==> config.mk <==
export PLATFORM = sky130hd
export DESIGN_NAME = lmem_switch
export DESIGN_NICKNAME = d
export VERILOG_FILES = /design/src/common/mem_cfg_pkg.sv /design/src/common/mem_types_pkg.sv /design/src/verilog/lmem_switch.sv
export SDC_FILE = /design/constraint.sdc
export NUM_CORES = 1
export LEC_CHECK = 0
export BUFFER_PORTS_ARGS = -buffer_cell sky130_fd_sc_hd__buf_2
export CORE_AREA = 2 2 143 145
export CTS_BUF_LIST = sky130_fd_sc_hd__clkbuf_8
export DETAILED_ROUTE_END_ITERATION = 6
export DIE_AREA = 0 0 145 147
export HOLD_SLACK_MARGIN = 0.1
export SLEW_MARGIN = 20
export SYNTH_ARGS = -nofsm -noshare
export SYNTH_HDL_FRONTEND = slang
export SYNTH_SLANG_ARGS = --single-unit
==> constraint.sdc <==
create_clock -name clk -period 1.7 [get_ports clk]
set_input_delay 0.255 -clock clk [delete_from_list [all_inputs] [get_ports clk]]
set_output_delay 0.255 -clock clk [all_outputs]
set_load 0.005 [all_outputs]
==> src/common/mem_cfg_pkg.sv <==
/*
 * Address map, bus widths and opcode encoding of the memory unit.
 * Referenced by scoped name from the RTL and the testbench.
 */
package mem_cfg_pkg;

    // Bus widths
    parameter int unsigned ADDR_WIDTH   = 32;
    parameter int unsigned DATA_WIDTH   = 32;
    parameter int unsigned BYTEEN_WIDTH = DATA_WIDTH / 8;
    parameter int unsigned TAG_WIDTH    = 8;

    // Local memory window, aligned to its own size
    parameter logic [ADDR_WIDTH-1:0] LMEM_BASE_ADDR = 32'h0001_0000;
    parameter int unsigned           LMEM_LOG_SIZE  = 10;

    // Word offset bits below the window index
    parameter int unsigned WORD_OFFSET_BITS = $clog2(BYTEEN_WIDTH);

    // Memory opcode carried with every request
    typedef enum logic [0:0] {
        MEM_OP_READ  = 1'b0,
        MEM_OP_WRITE = 1'b1
    } mem_op_e;

endpackage

==> src/common/mem_types_pkg.sv <==
/*
 * Request and response payloads of the LSU, local memory and cache ports.
 * Every valid/ready port of the design carries one of these structs.
 */
package mem_types_pkg;

    // One word access from the LSU, 77 bits wide
    typedef struct packed {
        // Read or write
        mem_cfg_pkg::mem_op_e                   op;

        // Byte address of the word
        logic [mem_cfg_pkg::ADDR_WIDTH-1:0]     addr;

        // Bytes written, ignored on reads
        logic [mem_cfg_pkg::BYTEEN_WIDTH-1:0]   byteen;

        // Write data, ignored on reads
        logic [mem_cfg_pkg::DATA_WIDTH-1:0]     data;

        // Returned unchanged with the read response
        logic [mem_cfg_pkg::TAG_WIDTH-1:0]      tag;
    } mem_req_t;

    // Read response, 40 bits wide
    typedef struct packed {
        // Word read from local memory or the cache
        logic [mem_cfg_pkg::DATA_WIDTH-1:0]     data;

        // Tag of the read this word belongs to
        logic [mem_cfg_pkg::TAG_WIDTH-1:0]      tag;
    } mem_rsp_t;

endpackage

==> src/verilog/lmem_switch.sv <==
/*
 * Steers LSU requests to local memory or the global path by address window,
 * and merges both response streams onto one port with priority to local.
 */
module lmem_switch (
    input  logic                    clk,
    input  logic                    rst_n,

    // LSU request in
    input  logic                    in_req_valid,
    input  mem_types_pkg::mem_req_t in_req,
    output logic                    in_req_ready,

    // Local memory request out
    output logic                    local_req_valid,
    output mem_types_pkg::mem_req_t local_req,
    input  logic                    local_req_ready,

    // Global request out
    output logic                    global_req_valid,
    output mem_types_pkg::mem_req_t global_req,
    input  logic                    global_req_ready,

    // Responses from both paths
    input  logic                    local_rsp_valid,
    input  mem_types_pkg::mem_rsp_t local_rsp,
    output logic                    local_rsp_ready,
    input  logic                    global_rsp_valid,
    input  mem_types_pkg::mem_rsp_t global_rsp,
    output logic                    global_rsp_ready,

    // Merged response to the LSU
    output logic                    out_rsp_valid,
    output mem_types_pkg::mem_rsp_t out_rsp,
    input  logic                    out_rsp_ready
);
    localparam int unsigned LOG_SIZE = mem_cfg_pkg::LMEM_LOG_SIZE;

    logic is_local;
    logic sel_global;
    logic global_hold;

    // The window is aligned, so comparing the bits above its size is enough
    assign is_local = (in_req.addr >> LOG_SIZE) == (mem_cfg_pkg::LMEM_BASE_ADDR >> LOG_SIZE);

    assign local_req_valid  = in_req_valid & is_local;
    assign global_req_valid = in_req_valid & ~is_local;
    assign local_req        = in_req;
    assign global_req       = in_req;
    assign in_req_ready     = is_local ? local_req_ready : global_req_ready;

    // Local wins, unless a global response was already offered and stalled
    assign sel_global = global_hold | (global_rsp_valid & ~local_rsp_valid);

    assign out_rsp_valid    = local_rsp_valid | global_rsp_valid;
    assign out_rsp          = sel_global ? global_rsp : local_rsp;
    assign local_rsp_ready  = out_rsp_ready & ~sel_global;
    assign global_rsp_ready = out_rsp_ready & sel_global;

    always_ff @(posedge clk or negedge rst_n) begin
        if (!rst_n) begin
            global_hold <= 1'b0;
        end else begin
            global_hold <= sel_global & global_rsp_valid & ~out_rsp_ready;
        end
    end

    // Each response taken by the LSU leaves exactly one of the two paths
    assert property (@(posedge clk) disable iff (!rst_n)
        out_rsp_valid && out_rsp_ready |->
            (local_rsp_valid && local_rsp_ready) != (global_rsp_valid && global_rsp_ready));

    // The LSU must see a stalled response unchanged until it is taken
    assert property (@(posedge clk) disable iff (!rst_n)
        out_rsp_valid && !out_rsp_ready |=> out_rsp_valid && $stable(out_rsp));

endmodule

==> metrics, run 1 <==
final WL 5980 um; Netlist cell types 15; Post-synth top cells 154 x buf_4, 37 x mux2_2, 4 x buf_2, 4 x mux2_1, 4 x nor4_1; Static Leak 1.07 nW; most flop-heavy register global_hold; Final Critical Period 1880 ps; initial core utilization 0.0897; wire per inst 11.1 um; DPL Wire Length 5360 um; Worst Path Max Fanout 2; vias in the first global route 1,393; Hold Slack 475 ps; fin worst setup slack -182 ps; FF+latch count, synth 1; Slew Viols, Final 0; yosys warns 0; Final Hold Vio Count 0; Seq pwr share 0.051; largest net degree at the start of global routing 44; CP Class in -> out; Critical Path AT 1630 ps; FP Rows 52; Die Span Y 147 um; utilization after layout 0.106; area share of fa/ha/maj cells after synthesis 0; total track usage 0.0488; routed vias/inst 2.81; Critical Path Sink Type output port; Iter 0 DRT Violations 15; RSZ-0062 raised after global routing true; worst path required time 1440 ps; status complete, but fails checks; max-cap violations 0; fmax 531 MHz; Max VDD drop 0.120 mV; top-count cell post-synth buf_4; Final ANT Viol Nets 0; Syn Inst Count 215; core area 19,800 um^2; global-route wire length before repair 7970 um; PwrDens 241 nW/um^2; setup TNS -305 ps; clock skew 0 ps; worst slew pin tran 249 ps; top-area cell type share of the netlist area 0.649; area growth from synthesis to layout 18.1%; Post-synth EDFFs 0; Overflow after GRT 0; PortBufs 199; Post-Syn Area 1780 um^2; async set-reset flop share out of synthesis 1.00; Detailed Routing Iterations Pass 1 3; violated checks negative setup slack; Max transition margin 0.833; DR vias 1,514; simple-gate area share of the yosys netlist 0.0590; mux contribution to synthesized area 0.259; Worst-path clk slew 0 ps; RePlAce Congestion 0.710; die area 21,300 um^2; initial antenna violation count 2; Logic pwr share 0.949; Worst-Skew Late Latency 0 ps; post-synthesis sequential area ratio 0.0141; endpoints failing setup 3; Largest regs global_hold x1; Clk pwr share 0; Avg Cell Area, Syn 8.28 um^2; Compound-Gate Fraction of Synth Area 0.00492; Net Sw Frac 0.376; Startpoint Class input pin; R2R Setup Slk 710 ps; share of cells above drive strength 1 0.951; largest cells by area after synthesis buf_4 65%, mux2_2 23%, mux2_1 2.5%; internal power 0.316 mW; top_reg_cell synth dfrtp_1; num ports 365; max FFs per register 1; XOR/XNOR Fraction of Synth Area 0; Final period util 1.11; Hold Crit Class in -> reg; largest family of logic cells by synthesized area buffers and inverters; leading area contributor after synthesis buf_4; number of remaining DRC errors 0; Mapped Nets 380; Sw Pwr 0.190 mW; Chip Width 145 um; nets 434
[layout make-up]
type,instances,area [um^2]
fillers,2271,17700
repair buffers,210,1120
multi-input cells,55,613
well taps,270,338
flip-flops and latches,1,25.0
inverters,1,3.75
diodes,1,2.50
[critical path: stages]
cell    delay (ps)
buf_6           90
or4b_4         540
nor4_4         270
mux2_1         340
buf_2          130
[power by group through the flow]
| stage | Sequential, mW | Clock (mW) | Combinational [mW] |
|---|---|---|---|
| after global routing | 0.0258 | 0.0000000788 | 0.526 |
| after detailed placement | 0.0258 | 0 | 0.475 |
| after CTS | 0.0258 | 0 | 0.484 |
| after floorplan | 0.0253 | 0 | 0.442 |
| final | 0.0258 | 0.0000000789 | 0.480 |
| after global placement | 0.0257 | 0 | 0.471 |
[cells in the final DEF (no fill, tap or decap), types with 2 or more instances in the layout]
master,instances
buf_2,194
buf_4,10
buf_6,4
mux2_1,4
mux2_2,37
nor2b_1,2
nor4_2,2
nor4_4,2
[path summary, 6_finish.rpt]
kind | startpoint | endpoint | depth (start not counted)
worst max register to register | global_hold | global_hold | 3
worst max-delay path | in_req[58] | in_req_ready | 5
worst min register to register | global_hold | global_hold | 3
max in group asynchronous | rst_n | global_hold | 2
min in group asynchronous | rst_n | global_hold | 2
worst min-delay path | out_rsp_ready | global_hold | 2
[per-stage QoR]
step,cell area [um^2],total power [mW],cells,worst slack [ps]
global placement,2030,0.496,535,-183
finish,2100,0.506,538,-182
detailed placement,2030,0.501,535,-209
global route,2100,0.552,538,-255
floorplan,1780,0.468,215,56.2
CTS,2060,0.509,536,-192
[timing repair]
item                                   in CTS  in global routing
setup endpoints to repair                   3                  3
pin swaps                                   1                  0
endpoints found under the hold margin       1                  0
hold buffers                                1                  0
gates resized for setup                     4                  6
buffers inserted                            0                  1
[layer usage]
| metal | GRT usage | vias up | wire, um |
|---|---|---|---|
| li1 | - | 650 | - |
| met1 | 0.0357 | 610 | 1490 |
| met2 | 0.0981 | 202 | 3030 |
| met3 | 0.0168 | 52 | 918 |
| met4 | 0.0426 | 0 | 552 |
| met5 | 0 | - | 0 |
[kinds of logic (layout without fill, tap and decap cells)]
logic type             after synthesis  after routing
buffers and inverters              159            211
multiplexers                        41             41
AO/OA/AOI/OAI                        1              1
AND/OR/NAND/NOR                     13             13
flip-flops                           1              1
other                                0              1
(Power assumes the default switching activity.)
==> inputs of run 2 (changes only) <==
--- a/config.mk
+++ b/config.mk
@@ -5,11 +5,11 @@
 export SDC_FILE = /design/constraint.sdc
 export NUM_CORES = 1
 export LEC_CHECK = 0
-export BUFFER_PORTS_ARGS = -buffer_cell sky130_fd_sc_hd__buf_2
 export CORE_AREA = 2 2 143 145
 export CTS_BUF_LIST = sky130_fd_sc_hd__clkbuf_8
 export DETAILED_ROUTE_END_ITERATION = 6
 export DIE_AREA = 0 0 145 147
+export DONT_BUFFER_PORTS = 1
 export HOLD_SLACK_MARGIN = 0.1
 export SLEW_MARGIN = 20
 export SYNTH_ARGS = -nofsm -noshare
==> metrics, run 2 (synthesized netlist as in run 1, its figures left out) <==
HP Start out_rsp_ready; FF-to-FF End global_hold; grt met1 use 0.0258; FP Rows 52; total power 0.225 mW; Max VDD drop 0.166 mV; worst path required time 1440 ps; FF/Latch Area 25.0 um^2; max FFs per register 1; share of cells above drive strength 1 0.721; core area 19,800 um^2; max-cap violations 0; Detailed Routing Iterations Pass 1 2; commonest non-fill, non-tap cell in the layout mux2_2; total track usage 0.0424; most used routing layer met2; wire per inst 16.0 um; R2R Setup Slk 920 ps; Worst-Skew Late Latency 0 ps; hold endpoint global_hold; PwrDens 224 nW/um^2; CP Class in -> out; GR Util met3 0.0152; fin worst setup slack 4.94 ps; most flop-heavy register global_hold; Place WS -6.25 ps; RSZ-0062 raised after global routing true; global-route wire length before repair 6350 um; status finished clean; initial core utilization 0.0897; Largest regs global_hold x1; Worst-path clk slew 0 ps; area growth from synthesis to layout -43.4%; Final Critical Period 1700 ps; Critical Path AT 1440 ps; num ports 365; Fillers 2,340; CTS resizes 0; clock skew 0 ps; RR Startpoint global_hold; Slew Viols, Final 0; Final ANT Viol Nets 0; PortBufs 0; Final period util 0.997; RePlAce Congestion 0.633; Critical Path Sink Type output port; met2 Resource Use GR 0.0888; fmax 590 MHz; FF-to-FF path depth 2; Overflow after GRT 0; worst slew pin tran 327 ps; final WL 5300 um; initial antenna violation count 0; setup TNS 0 ps; utilization after layout 0.0508; Die Span Y 147 um; Diodes inserted 0; Worst Path Max Fanout 3; multi-input logic area 583 um^2; Hold Crit Class in -> reg; Final Hold Vio Count 0; nets 228; largest net degree at the start of global routing 30; die area 21,300 um^2; Hold Crit Depth 1; DR vias 749; Max transition margin 0.780; endpoints failing setup 0; most frequent cells in the layout 37 x mux2_2, 4 x mux2_1, 4 x nor4_1; Static Leak 0.242 nW; Iter 0 DRT Violations 13; routed vias/inst 2.26; Chip Width 145 um; vias in the first global route 866; number of remaining DRC errors 0; Startpoint Class input pin
run 2: changes by cell type in the layout (fill, tap and decap cells not counted), sizes merged:
| cell | before | now |
|---|---|---|
| diode | 1 | 0 |
| buf | 209 | 3 |
run 2: layer usage:
layer / vias up / wire length [um]
met5: - / 0
met4: 0 / 586
met3: 52 / 833
met2: 194 / 2810
met1: 268 / 1070
li1: 235 / -
run 2: power by group:
part / internal, mW / total [mW] / switching (mW)
clock: 0 / 0 / 0
combinational: 0.105 / 0.200 / 0.0947
sequential: 0.0251 / 0.0257 / 0.000663
total: 0.130 / 0.225 / 0.0954
run 2: how the worst max path moves through the flow:
stage | from | to | slack, ps | depth (start not counted)
after floorplan | in_req[58] | in_req_ready | 60 | 3
after global placement | in_req[58] | in_req_ready | 10 | 3
after detailed placement | in_req[58] | in_req_ready | -6 | 3
after CTS | in_req[58] | in_req_ready | -10 | 3
after global routing | in_req[58] | in_req_ready | -50 | 3
final | in_req[58] | in_req_ready | 5 | 3
run 2: timing repair:
item / 4_1_cts / 5_1_grt
buffers inserted: 0 / 0
hold buffers: 1 / 0
endpoints found under the hold margin: 1 / 0
setup endpoints to repair: 1 / 1
pin swaps: 0 / 0
run 2: final cells by class:
cell class	count	area share
multi-input cells	55	0.579
well taps	270	0.335
repair buffers	4	0.0571
flip-flops and latches	1	0.0248
inverters	1	0.00373
run 2: critical path, stage by stage:
cell	delay (ps)
or4b_4	530
nor4_4	270
mux2_1	380
run 2: stage by stage:
| step | cell area [um^2] | hold slack [ps] | std cells |
|---|---|---|---|
| floorplan | 1780 | -40.6 | 215 |
| CTS | 1010 | 333 | 331 |
| global route | 1010 | 340 | 331 |
| detailed placement | 997 | -40.1 | 330 |
| global placement | 997 | -40.1 | 330 |
| finish | 1010 | 332 | 331 |
