**src/common/mem_cfg_pkg.sv**
```systemverilog
/*
 * Address map, bus widths and opcode encoding of the memory unit.
 * Referenced by scoped name from the RTL and the testbench.
 */
package mem_cfg_pkg;

    // Bus widths
    parameter int unsigned ADDR_WIDTH   = 32;
    parameter int unsigned DATA_WIDTH   = 32;
    parameter int unsigned BYTEEN_WIDTH = DATA_WIDTH / 8;
    parameter int unsigned TAG_WIDTH    = 8;

    // Local memory window, aligned to its own size
    parameter logic [ADDR_WIDTH-1:0] LMEM_BASE_ADDR = 32'h0001_0000;
    parameter int unsigned           LMEM_LOG_SIZE  = 10;

    // Word offset bits below the window index
    parameter int unsigned WORD_OFFSET_BITS = $clog2(BYTEEN_WIDTH);

    // Memory opcode carried with every request
    typedef enum logic [0:0] {
        MEM_OP_READ  = 1'b0,
        MEM_OP_WRITE = 1'b1
    } mem_op_e;

endpackage

```
**src/common/mem_types_pkg.sv**
```systemverilog
/*
 * Request and response payloads of the LSU, local memory and cache ports.
 * Every valid/ready port of the design carries one of these structs.
 */
package mem_types_pkg;

    // One word access from the LSU, 77 bits wide
    typedef struct packed {
        // Read or write
        mem_cfg_pkg::mem_op_e                   op;

        // Byte address of the word
        logic [mem_cfg_pkg::ADDR_WIDTH-1:0]     addr;

        // Bytes written, ignored on reads
        logic [mem_cfg_pkg::BYTEEN_WIDTH-1:0]   byteen;

        // Write data, ignored on reads
        logic [mem_cfg_pkg::DATA_WIDTH-1:0]     data;

        // Returned unchanged with the read response
        logic [mem_cfg_pkg::TAG_WIDTH-1:0]      tag;
    } mem_req_t;

    // Read response, 40 bits wide
    typedef struct packed {
        // Word read from local memory or the cache
        logic [mem_cfg_pkg::DATA_WIDTH-1:0]     data;

        // Tag of the read this word belongs to
        logic [mem_cfg_pkg::TAG_WIDTH-1:0]      tag;
    } mem_rsp_t;

endpackage

```
**src/verilog/req_fifo.sv**
```systemverilog
/*
 * Circular request queue on the global path towards the cache port.
 * DEPTH must be a power of two; a push and a pop may share one cycle.
 */
module req_fifo #(
    parameter int unsigned DEPTH = 4
) (
    input  logic                    clk,
    input  logic                    rst_n,

    input  logic                    in_valid,
    input  mem_types_pkg::mem_req_t in_data,
    output logic                    in_ready,

    output logic                    out_valid,
    output mem_types_pkg::mem_req_t out_data,
    input  logic                    out_ready
);
    localparam int unsigned PTR_W = $clog2(DEPTH);
    localparam int unsigned CNT_W = $clog2(DEPTH + 1);

    mem_types_pkg::mem_req_t entries [DEPTH];

    logic [PTR_W-1:0] wr_ptr;
    logic [PTR_W-1:0] rd_ptr;
    logic [CNT_W-1:0] count;
    logic             push;
    logic             pop;

    assign in_ready  = count != CNT_W'(DEPTH);
    assign out_valid = count != '0;
    assign out_data  = entries[rd_ptr];

    assign push = in_valid & in_ready;
    assign pop  = out_valid & out_ready;

    always_ff @(posedge clk) begin
        if (push) begin
            entries[wr_ptr] <= in_data;
        end
    end

    // Pointers wrap on their own since DEPTH is a power of two
    always_ff @(posedge clk or negedge rst_n) begin
        if (!rst_n) begin
            wr_ptr <= '0;
            rd_ptr <= '0;
            count  <= '0;
        end else begin
            if (push) begin
                wr_ptr <= wr_ptr + 1'b1;
            end
            if (pop) begin
                rd_ptr <= rd_ptr + 1'b1;
            end
            if (push && !pop) begin
                count <= count + 1'b1;
            end else if (pop && !push) begin
                count <= count - 1'b1;
            end
        end
    end

    // Occupancy always matches the distance between the pointers
    assert property (@(posedge clk) disable iff (!rst_n)
        count <= CNT_W'(DEPTH) && count[PTR_W-1:0] == PTR_W'(wr_ptr - rd_ptr));

    // The head entry stays put while the cache port stalls
    assert property (@(posedge clk) disable iff (!rst_n)
        out_valid && !out_ready |=> out_valid && $stable(out_data));

endmodule
```
**config.mk**
```make
export PLATFORM = sky130hd
export DESIGN_NAME = req_fifo
export DESIGN_NICKNAME = d
export VERILOG_FILES = /design/src/common/mem_cfg_pkg.sv /design/src/common/mem_types_pkg.sv /design/src/verilog/req_fifo.sv
export SDC_FILE = /design/constraint.sdc
export NUM_CORES = 1
export LEC_CHECK = 0
export ABC_CLOCK_PERIOD_IN_PS = 6600
export BUFFER_PORTS_ARGS = -buffer_cell sky130_fd_sc_hd__buf_2
export CAP_MARGIN = 10
export CORE_MARGIN = 2
export CORE_UTILIZATION = 30
export CTS_CLUSTER_SIZE = 8
export DETAILED_ROUTE_END_ITERATION = 8
export GPL_TIMING_DRIVEN = 0
export SYNTH_ARGS = -nofsm -noshare
export SYNTH_HDL_FRONTEND = slang
export SYNTH_SLANG_ARGS = --single-unit
```
**constraint.sdc**
```tcl
create_clock -name clk -period 6.6 [get_ports clk]
set_input_delay 1.32 -clock clk [delete_from_list [all_inputs] [get_ports clk]]
set_output_delay 1.32 -clock clk [all_outputs]
set_load 0.03 [all_outputs]
```
==> results.yml, run 1 <==
setup_path:
  cp_max_fo: 10
  cp.required_ns: 5.28
  start_kind: "register"
  reg2reg_depth: 4
  path_class: "reg2out"
  crit_path_end_kind: "primary output"
  arrival_ns: 2.35
floorplanning:
  fp-row-count: 71
  dieArea_um2: 40000
  die_y_um: 200
  core-area_um2: 37800
  ios: 160
  start_util_pct: 30.5
  die_x_um: 200
logic_synthesis:
  synth_nets: 525
  yosysWarningCount: 0
  yosysMostFrequentCell: "edfxtp_1"
  ys_seq_area_share_pct: 81.8
  synth.cell_area_um2: 11500
  yosysTopAreaCell: "edfxtp_1"
  netlist-cell-type-count: 20
  syn_area_per_cell_um2: 26.3
  netlist_top_cells_count: "edfxtp_1, mux4_2, buf_2, dfrtp_1, ha_1"
  synth_seq_cells: 315
  synth_area_leaders: "edfxtp_1, mux4_2, dfrtp_1, ha_1, buf_12"
  synth-main-ff-cell: "edfxtp_1"
  yosysTopAreaCellShare_pct: 80.3
  async_reset_ff_share_pct: 2.22
  synth_edf_count: 308
  syn_inst: 438
power_and_ir_drop:
  power_frac_seq_pct: 38.3
  switching_share_pct: 33.3
  combPwrFrac_pct: 33.6
  p_sw_mw: 2.38
  pwr-share-clk_pct: 28.1
  peakVddDrop_uv: 288
  power_density_nw_per_um2: 500
  p_int_mw: 4.76
  p_leak_nw: 4.84
cts:
  cts.sink_count: 315
  post-cts-setup-buffers: 0
  cts.clk_slew.worst_paths_ns: 0.05
  holdBufCountCts: 0
  cts-root-buf: "clkbuf_16"
  clkLatencyLatePin_ns: 0.55
  cts_inserted_buffers: 45
  cts_buffer_depth: 3
  cts_resized: 0
  cts_tree: "built"
  htreeDepth: 2
timing:
  setup_tns_ns: 0
  period_share_pct: 55.5
  worst_clock_skew_ns: 0.0221
  hold_violations: 0
  tightest_slew_ns: 0.793
  grt_setup_unrepaired: "false"
  slew_headroom_pct: 47.1
  finalMaxSlewViolations: 0
  min_period_ns: 3.67
  setup_viol: 0
  hold_ws_ns: 0.533
  max_freq_mhz: 273
global_route:
  grt_use_met3_pct: 3.19
  top_usage_layer: "met2"
  grt_first_pass_wirelength_mm: 34.3
  grt_max_degree: 45
  grt.total_usage_pct: 11.9
  use_met2_pct: 19.6
  grt_overflow: 0
  antenna_found_initial: 3
  grt_pass1_vias: 5673
  met1_usage_pct: 14.7
placement:
  placedInstanceArea_um2: 13100
  routabilityCongestion: 0.656
  portBuffers: 159
  hpwl_mm: 13.9
min_path:
  hold_class: "reg2reg"
  hold_depth: 1
job:
  drv_cap: 0
route:
  drc: 0
  via_count: 5148
  routed_wl_mm: 23.3
  ant_nets: 0
  routedWlPerCell_um: 20.0
  drtPass1Iterations: 4
  drtIter0Drc: 198
  viasPerCell: 4.41
final_layout:
  area_delta_synth_final_pct: 23.8
  finalInstanceArea_um2: 14300
  drive_gt1_share_pct: 46.9
  fin_nets: 735
run_status:
  status: "finished clean"
-- power groups by stage --
stage	sequential, mW	clock (mW)	combinational (mW)
3_5_place_dp	2.77	0	2.48
5_1_grt	2.77	2.15	2.59
3_3_place_gp	2.82	0	2.42
2_1_floorplan	2.77	0	1.72
4_1_cts	2.74	2.08	2.49
6_report	2.73	2.00	2.40
-- state kept, by name, indices dropped and copies added, names as in the netlist --
name and cells:
count 3, entries 308, rd_ptr 2, wr_ptr 2
-- cell type report --
class | count | area, µm²
plain buffers | 18 | 131
well taps | 511 | 639
diodes | 1 | 2.50
repair buffers | 163 | 906
inverters | 3 | 11.3
fillers | 3428 | 23500
clock buffers | 53 | 1160
multi-input cells | 102 | 1960
clock inverters | 1 | 30.0
flip-flops and latches | 315 | 9420
-- kinds of logic (layout without fill, tap and decap cells) --
kind of cell	count (synthesis)	after routing	synth area share [%]
flops	315	315	81.8
other cells	0	1	0
simple gates	10	10	0.445
mux	79	79	15.2
xor+xnor	6	6	0.456
buf+inv	21	238	1.24
compound gates	1	1	0.0977
fa+ha+maj	6	6	0.717
-- path summary, 6_finish.rpt --
check                           startpoint             end  slack [ns]
worst max-delay path             rd_ptr[1]    out_data[50]        2.93
min in group asynchronous            rst_n       rd_ptr[0]        0.61
worst min register to register    count[2]        count[2]        0.53
worst max register to register    count[0]  entries[3][41]        4.43
max in group asynchronous            rst_n       wr_ptr[0]        5.82
worst min-delay path              count[2]        count[2]        0.53
-- stage by stage --
step	worst slack, ns	util (%)	std cells	total power, mW
CTS	2.82	37.8	1166	7.30
detailed placement	3.38	34.6	1112	5.25
global placement	0.880	34.3	1108	5.24
finish	2.93	37.8	1167	7.14
global route	2.79	37.8	1166	7.51
floorplan	2.73	-	438	4.49
-- critical path, cell delays in order, from the launching register on --
cell	delay, ns
dfrtp_1	0.33
buf_2	0.17
buf_2	0.33
buf_2	0.39
mux4_2	0.38
buf_2	0.20
-- cells in the final DEF, fill, tap and decap left out --
cell type  instances
buf_4              4
bufinv_16          1
buf_6              1
xor2_1             2
mux4_2            77
diode_2            1
nand2_1            2
or3_1              1
buf_12             2
clkbuf_1          12
xnor2_1            4
and2_4             4
fa_1               1
nand3_1            1
a21boi_2           1
inv_1              3
edfxtp_1         308
buf_2            166
buf_16             4
dfrtp_1            7
mux2_2             2
clkbuf_16         45
ha_1               5
nor2_1             2
-- metal layers --
layer  share of wire (%)  up-vias  wire length, µm
met2                  48      136            11300
met1                  43     2659             9940
met3                 5.4       56             1250
met4                 3.4        4              792
met5                0.12        -               27
li1                    -     2293                -
Power figures use the tool's default switching activity.
==> run 2, diff against run 1 <==
Settings changed: ABC_AREA set to 1, ABC_CLOCK_PERIOD_IN_PS 6600 to 3000.
Clock period 6.6 ns to 3 ns, I/O delays scaled along.
==> run 2 against run 1 <==
- via count grew 50%
- flip-flop and latch count is the same
- area after synthesis grew 13%
- hold slack lost 0.27 ns
- critical endpoint is now out_data[36]
==> results.yml, run 2 <==
final_layout:
  largest-register: "entries"
  fin_nets: 1264
  fillCellCount: 4081
  largest_registers: "entries (308), count (3)"
  final_cell_mix: "edfxtp_1, nand2_1, buf_2, inv_1, o211ai_2"
  final_common_cell: "edfxtp_1"
  largest_reg_flops: 308
  area_delta_synth_final_pct: 23.6
  drive_gt1_share_pct: 29.2
logic_synthesis:
  yosys.area_share.simple_pct: 7.59
  yosysWarningCount: 0
  syn_area_per_cell_um2: 13.6
  yosysTopAreaCell: "edfxtp_1"
  synth_mux_area_share_pct: 0
  yosysMostFrequentCell: "edfxtp_1"
  synth_nets: 1045
  netlist-cell-type-count: 18
  synth_area_leaders: "edfxtp_1, o211ai_2, nand2_1, inv_1, o211ai_1"
  synth.cell_area_um2: 13000
  synth_seq_cells: 315
  synth_compound_area_share_pct: 12.0
  netlist_top_cells_count: "edfxtp_1, nand2_1, inv_1"
  yosysTopAreaCellShare_pct: 71.1
  synth-adder-area-share_pct: 0.635
  synth_top_family_by_area: "compound AO/OA/AOI/OAI gates"
  synthXorXnorAreaFrac_pct: 0.0673
  synth-main-ff-cell: "edfxtp_1"
  synth_edf_count: 308
  async_reset_ff_share_pct: 2.22
  ys_seq_area_share_pct: 72.4
  syn_inst: 958
cts:
  cts_inserted_buffers: 45
  clkLatencyLatePin_ns: 0.55
  htreeDepth: 2
  cts.clk_slew.worst_paths_ns: 0.05
  cts_tree: "built"
  post-cts-setup-buffers: 0
  cts_buffer_depth: 3
  cts-root-buf: "clkbuf_16"
  cts.sink_count: 315
placement:
  hpwl_mm: 20.9
  portBuffers: 159
  routabilityCongestion: 0.708
  post-place-ws_ns: 0.457
floorplanning:
  die_y_um: 212
  ios: 160
  fp-row-count: 76
  core-area_um2: 43000
  dieArea_um2: 45100
  start_util_pct: 30.3
  die_x_um: 212
route:
  drtPass1Iterations: 4
  via_count: 7738
  ant_nets: 0
  routed_wl_mm: 32.1
  viasPerCell: 4.35
  routedWlPerCell_um: 18.1
  drtIter0Drc: 357
  drc: 0
timing:
  min_period_ns: 2.83
  fin_ws_ns: 0.172
  worst_clock_skew_ns: 0.0138
  max_freq_mhz: 354
  period_share_pct: 94.3
  setup_viol: 0
  grt_setup_unrepaired: "false"
  finalMaxSlewViolations: 0
  slew_headroom_pct: 58.2
  tightest_slew_ns: 0.627
  hold_violations: 0
global_route:
  grt_pass1_vias: 7974
  antenna_found_initial: 8
  use_met2_pct: 23.9
  grt_max_degree: 29
  met1_usage_pct: 18.4
  grt_overflow: 0
  top_usage_layer: "met2"
  grt_use_met3_pct: 4.12
  grt.total_usage_pct: 14.6
  grt_first_pass_wirelength_mm: 48.0
power_and_ir_drop:
  finalPower_mw: 17.9
  power_density_nw_per_um2: 1110
  peakVddDrop_uv: 652
  p_leak_nw: 6.52
setup_path:
  cp_max_fo: 10
  start_kind: "register"
  crit_path_end_kind: "primary output"
  path_class: "reg2out"
  cp.required_ns: 2.40
  arrival_ns: 2.23
run_status:
  status: "finished clean"
job:
  drv_cap: 0
min_path:
  hold_class: "in2reg"
==> run 2: cell count changes in the layout (fill, tap and decap cells not counted), moves of 10 or more <==
cell and delta:
o211ai_1 +75, o211ai_2 +79, nand2_1 +246, clkbuf_2 +15, buf_12 +10, mux4_2 -77, buf_6 +12, inv_1 +165
==> run 2: what timing repair did <==
item                       4_1_cts  5_1_grt
hold buffers                     1        0
setup endpoints to repair       35       36
hold endpoints to repair         7        0
gates resized for setup         10       18
pin swaps                        0        0
==> run 2: critical path, stage by stage (launching register included) <==
cell and delay, ns:
dfrtp_1 0.40, inv_2 0.10, buf_6 0.19, clkbuf_1 0.46, nand2_1 0.10, o211ai_1 0.11
nand2_1 0.12, buf_2 0.20
==> run 2: logic make-up (layout without fill, tap and decap cells) <==
family	Yosys count	count (layout)
AND/OR/NAND/NOR	260	260
flip-flops	315	315
other	0	3
adder cells (fa/ha/maj)	6	6
XOR/XNOR	1	1
AO/OA/AOI/OAI	155	155
buffers and inverters	221	452
==> run 2: per-layer routing <==
layer	wire [µm]	vias to the layer above	part of all wire [%]
met5	36	-	0.11
met4	716	8	2.2
met1	14100	3734	44
li1	-	3761	-
met2	15300	174	48
met3	1990	61	6.2
==> run 2: layout make-up <==
class | count | area, µm² | share of cell area (%)
clock inverter | 2 | 12.5 | 0.0778
sequential | 315 | 9420 | 58.6
antenna | 3 | 7.51 | 0.0467
multi-input combinational | 422 | 2670 | 16.6
inverter | 170 | 641 | 3.98
clock buffer | 57 | 1210 | 7.55
buffer | 51 | 342 | 2.12
timing repair buffer | 172 | 1050 | 6.50
tap | 585 | 732 | 4.55
==> run 2: power breakdown <==
group | total (mW) | internal, mW | switching (mW)
registers | 6.00 | 5.79 | 0.215
clock network | 4.50 | 2.77 | 1.73
logic | 7.39 | 2.11 | 5.28
==> run 2: worst paths after layout <==
path,start,endpoint,slack [ns],cells past startpoint
min in group asynchronous,rst_n,rd_ptr[0],0.42,2
worst max register to register,count[0],entries[0][12],0.81,6
max in group asynchronous,rst_n,wr_ptr[1],2.41,2
worst min register to register,count[2],count[2],0.51,2
worst min-delay path,in_data[75],entries[2][75],0.26,1
worst max-delay path,rd_ptr[0],out_data[36],0.17,7
==> run 2: metrics by stage <==
stage          util, %  area (µm²)  setup TNS, ns  hold slack [ns]  instances
6_report          37.4       16100              0            0.262       1777
5_1_grt           37.4       16100              0            0.238       1775
4_1_cts           37.4       16100              0            0.216       1774
3_5_place_dp      34.5       14800              0            0.449       1714
3_3_place_gp      33.9       14600        -699.70            0.441       1702
2_1_floorplan        -       13000        -158.38            0.304        958
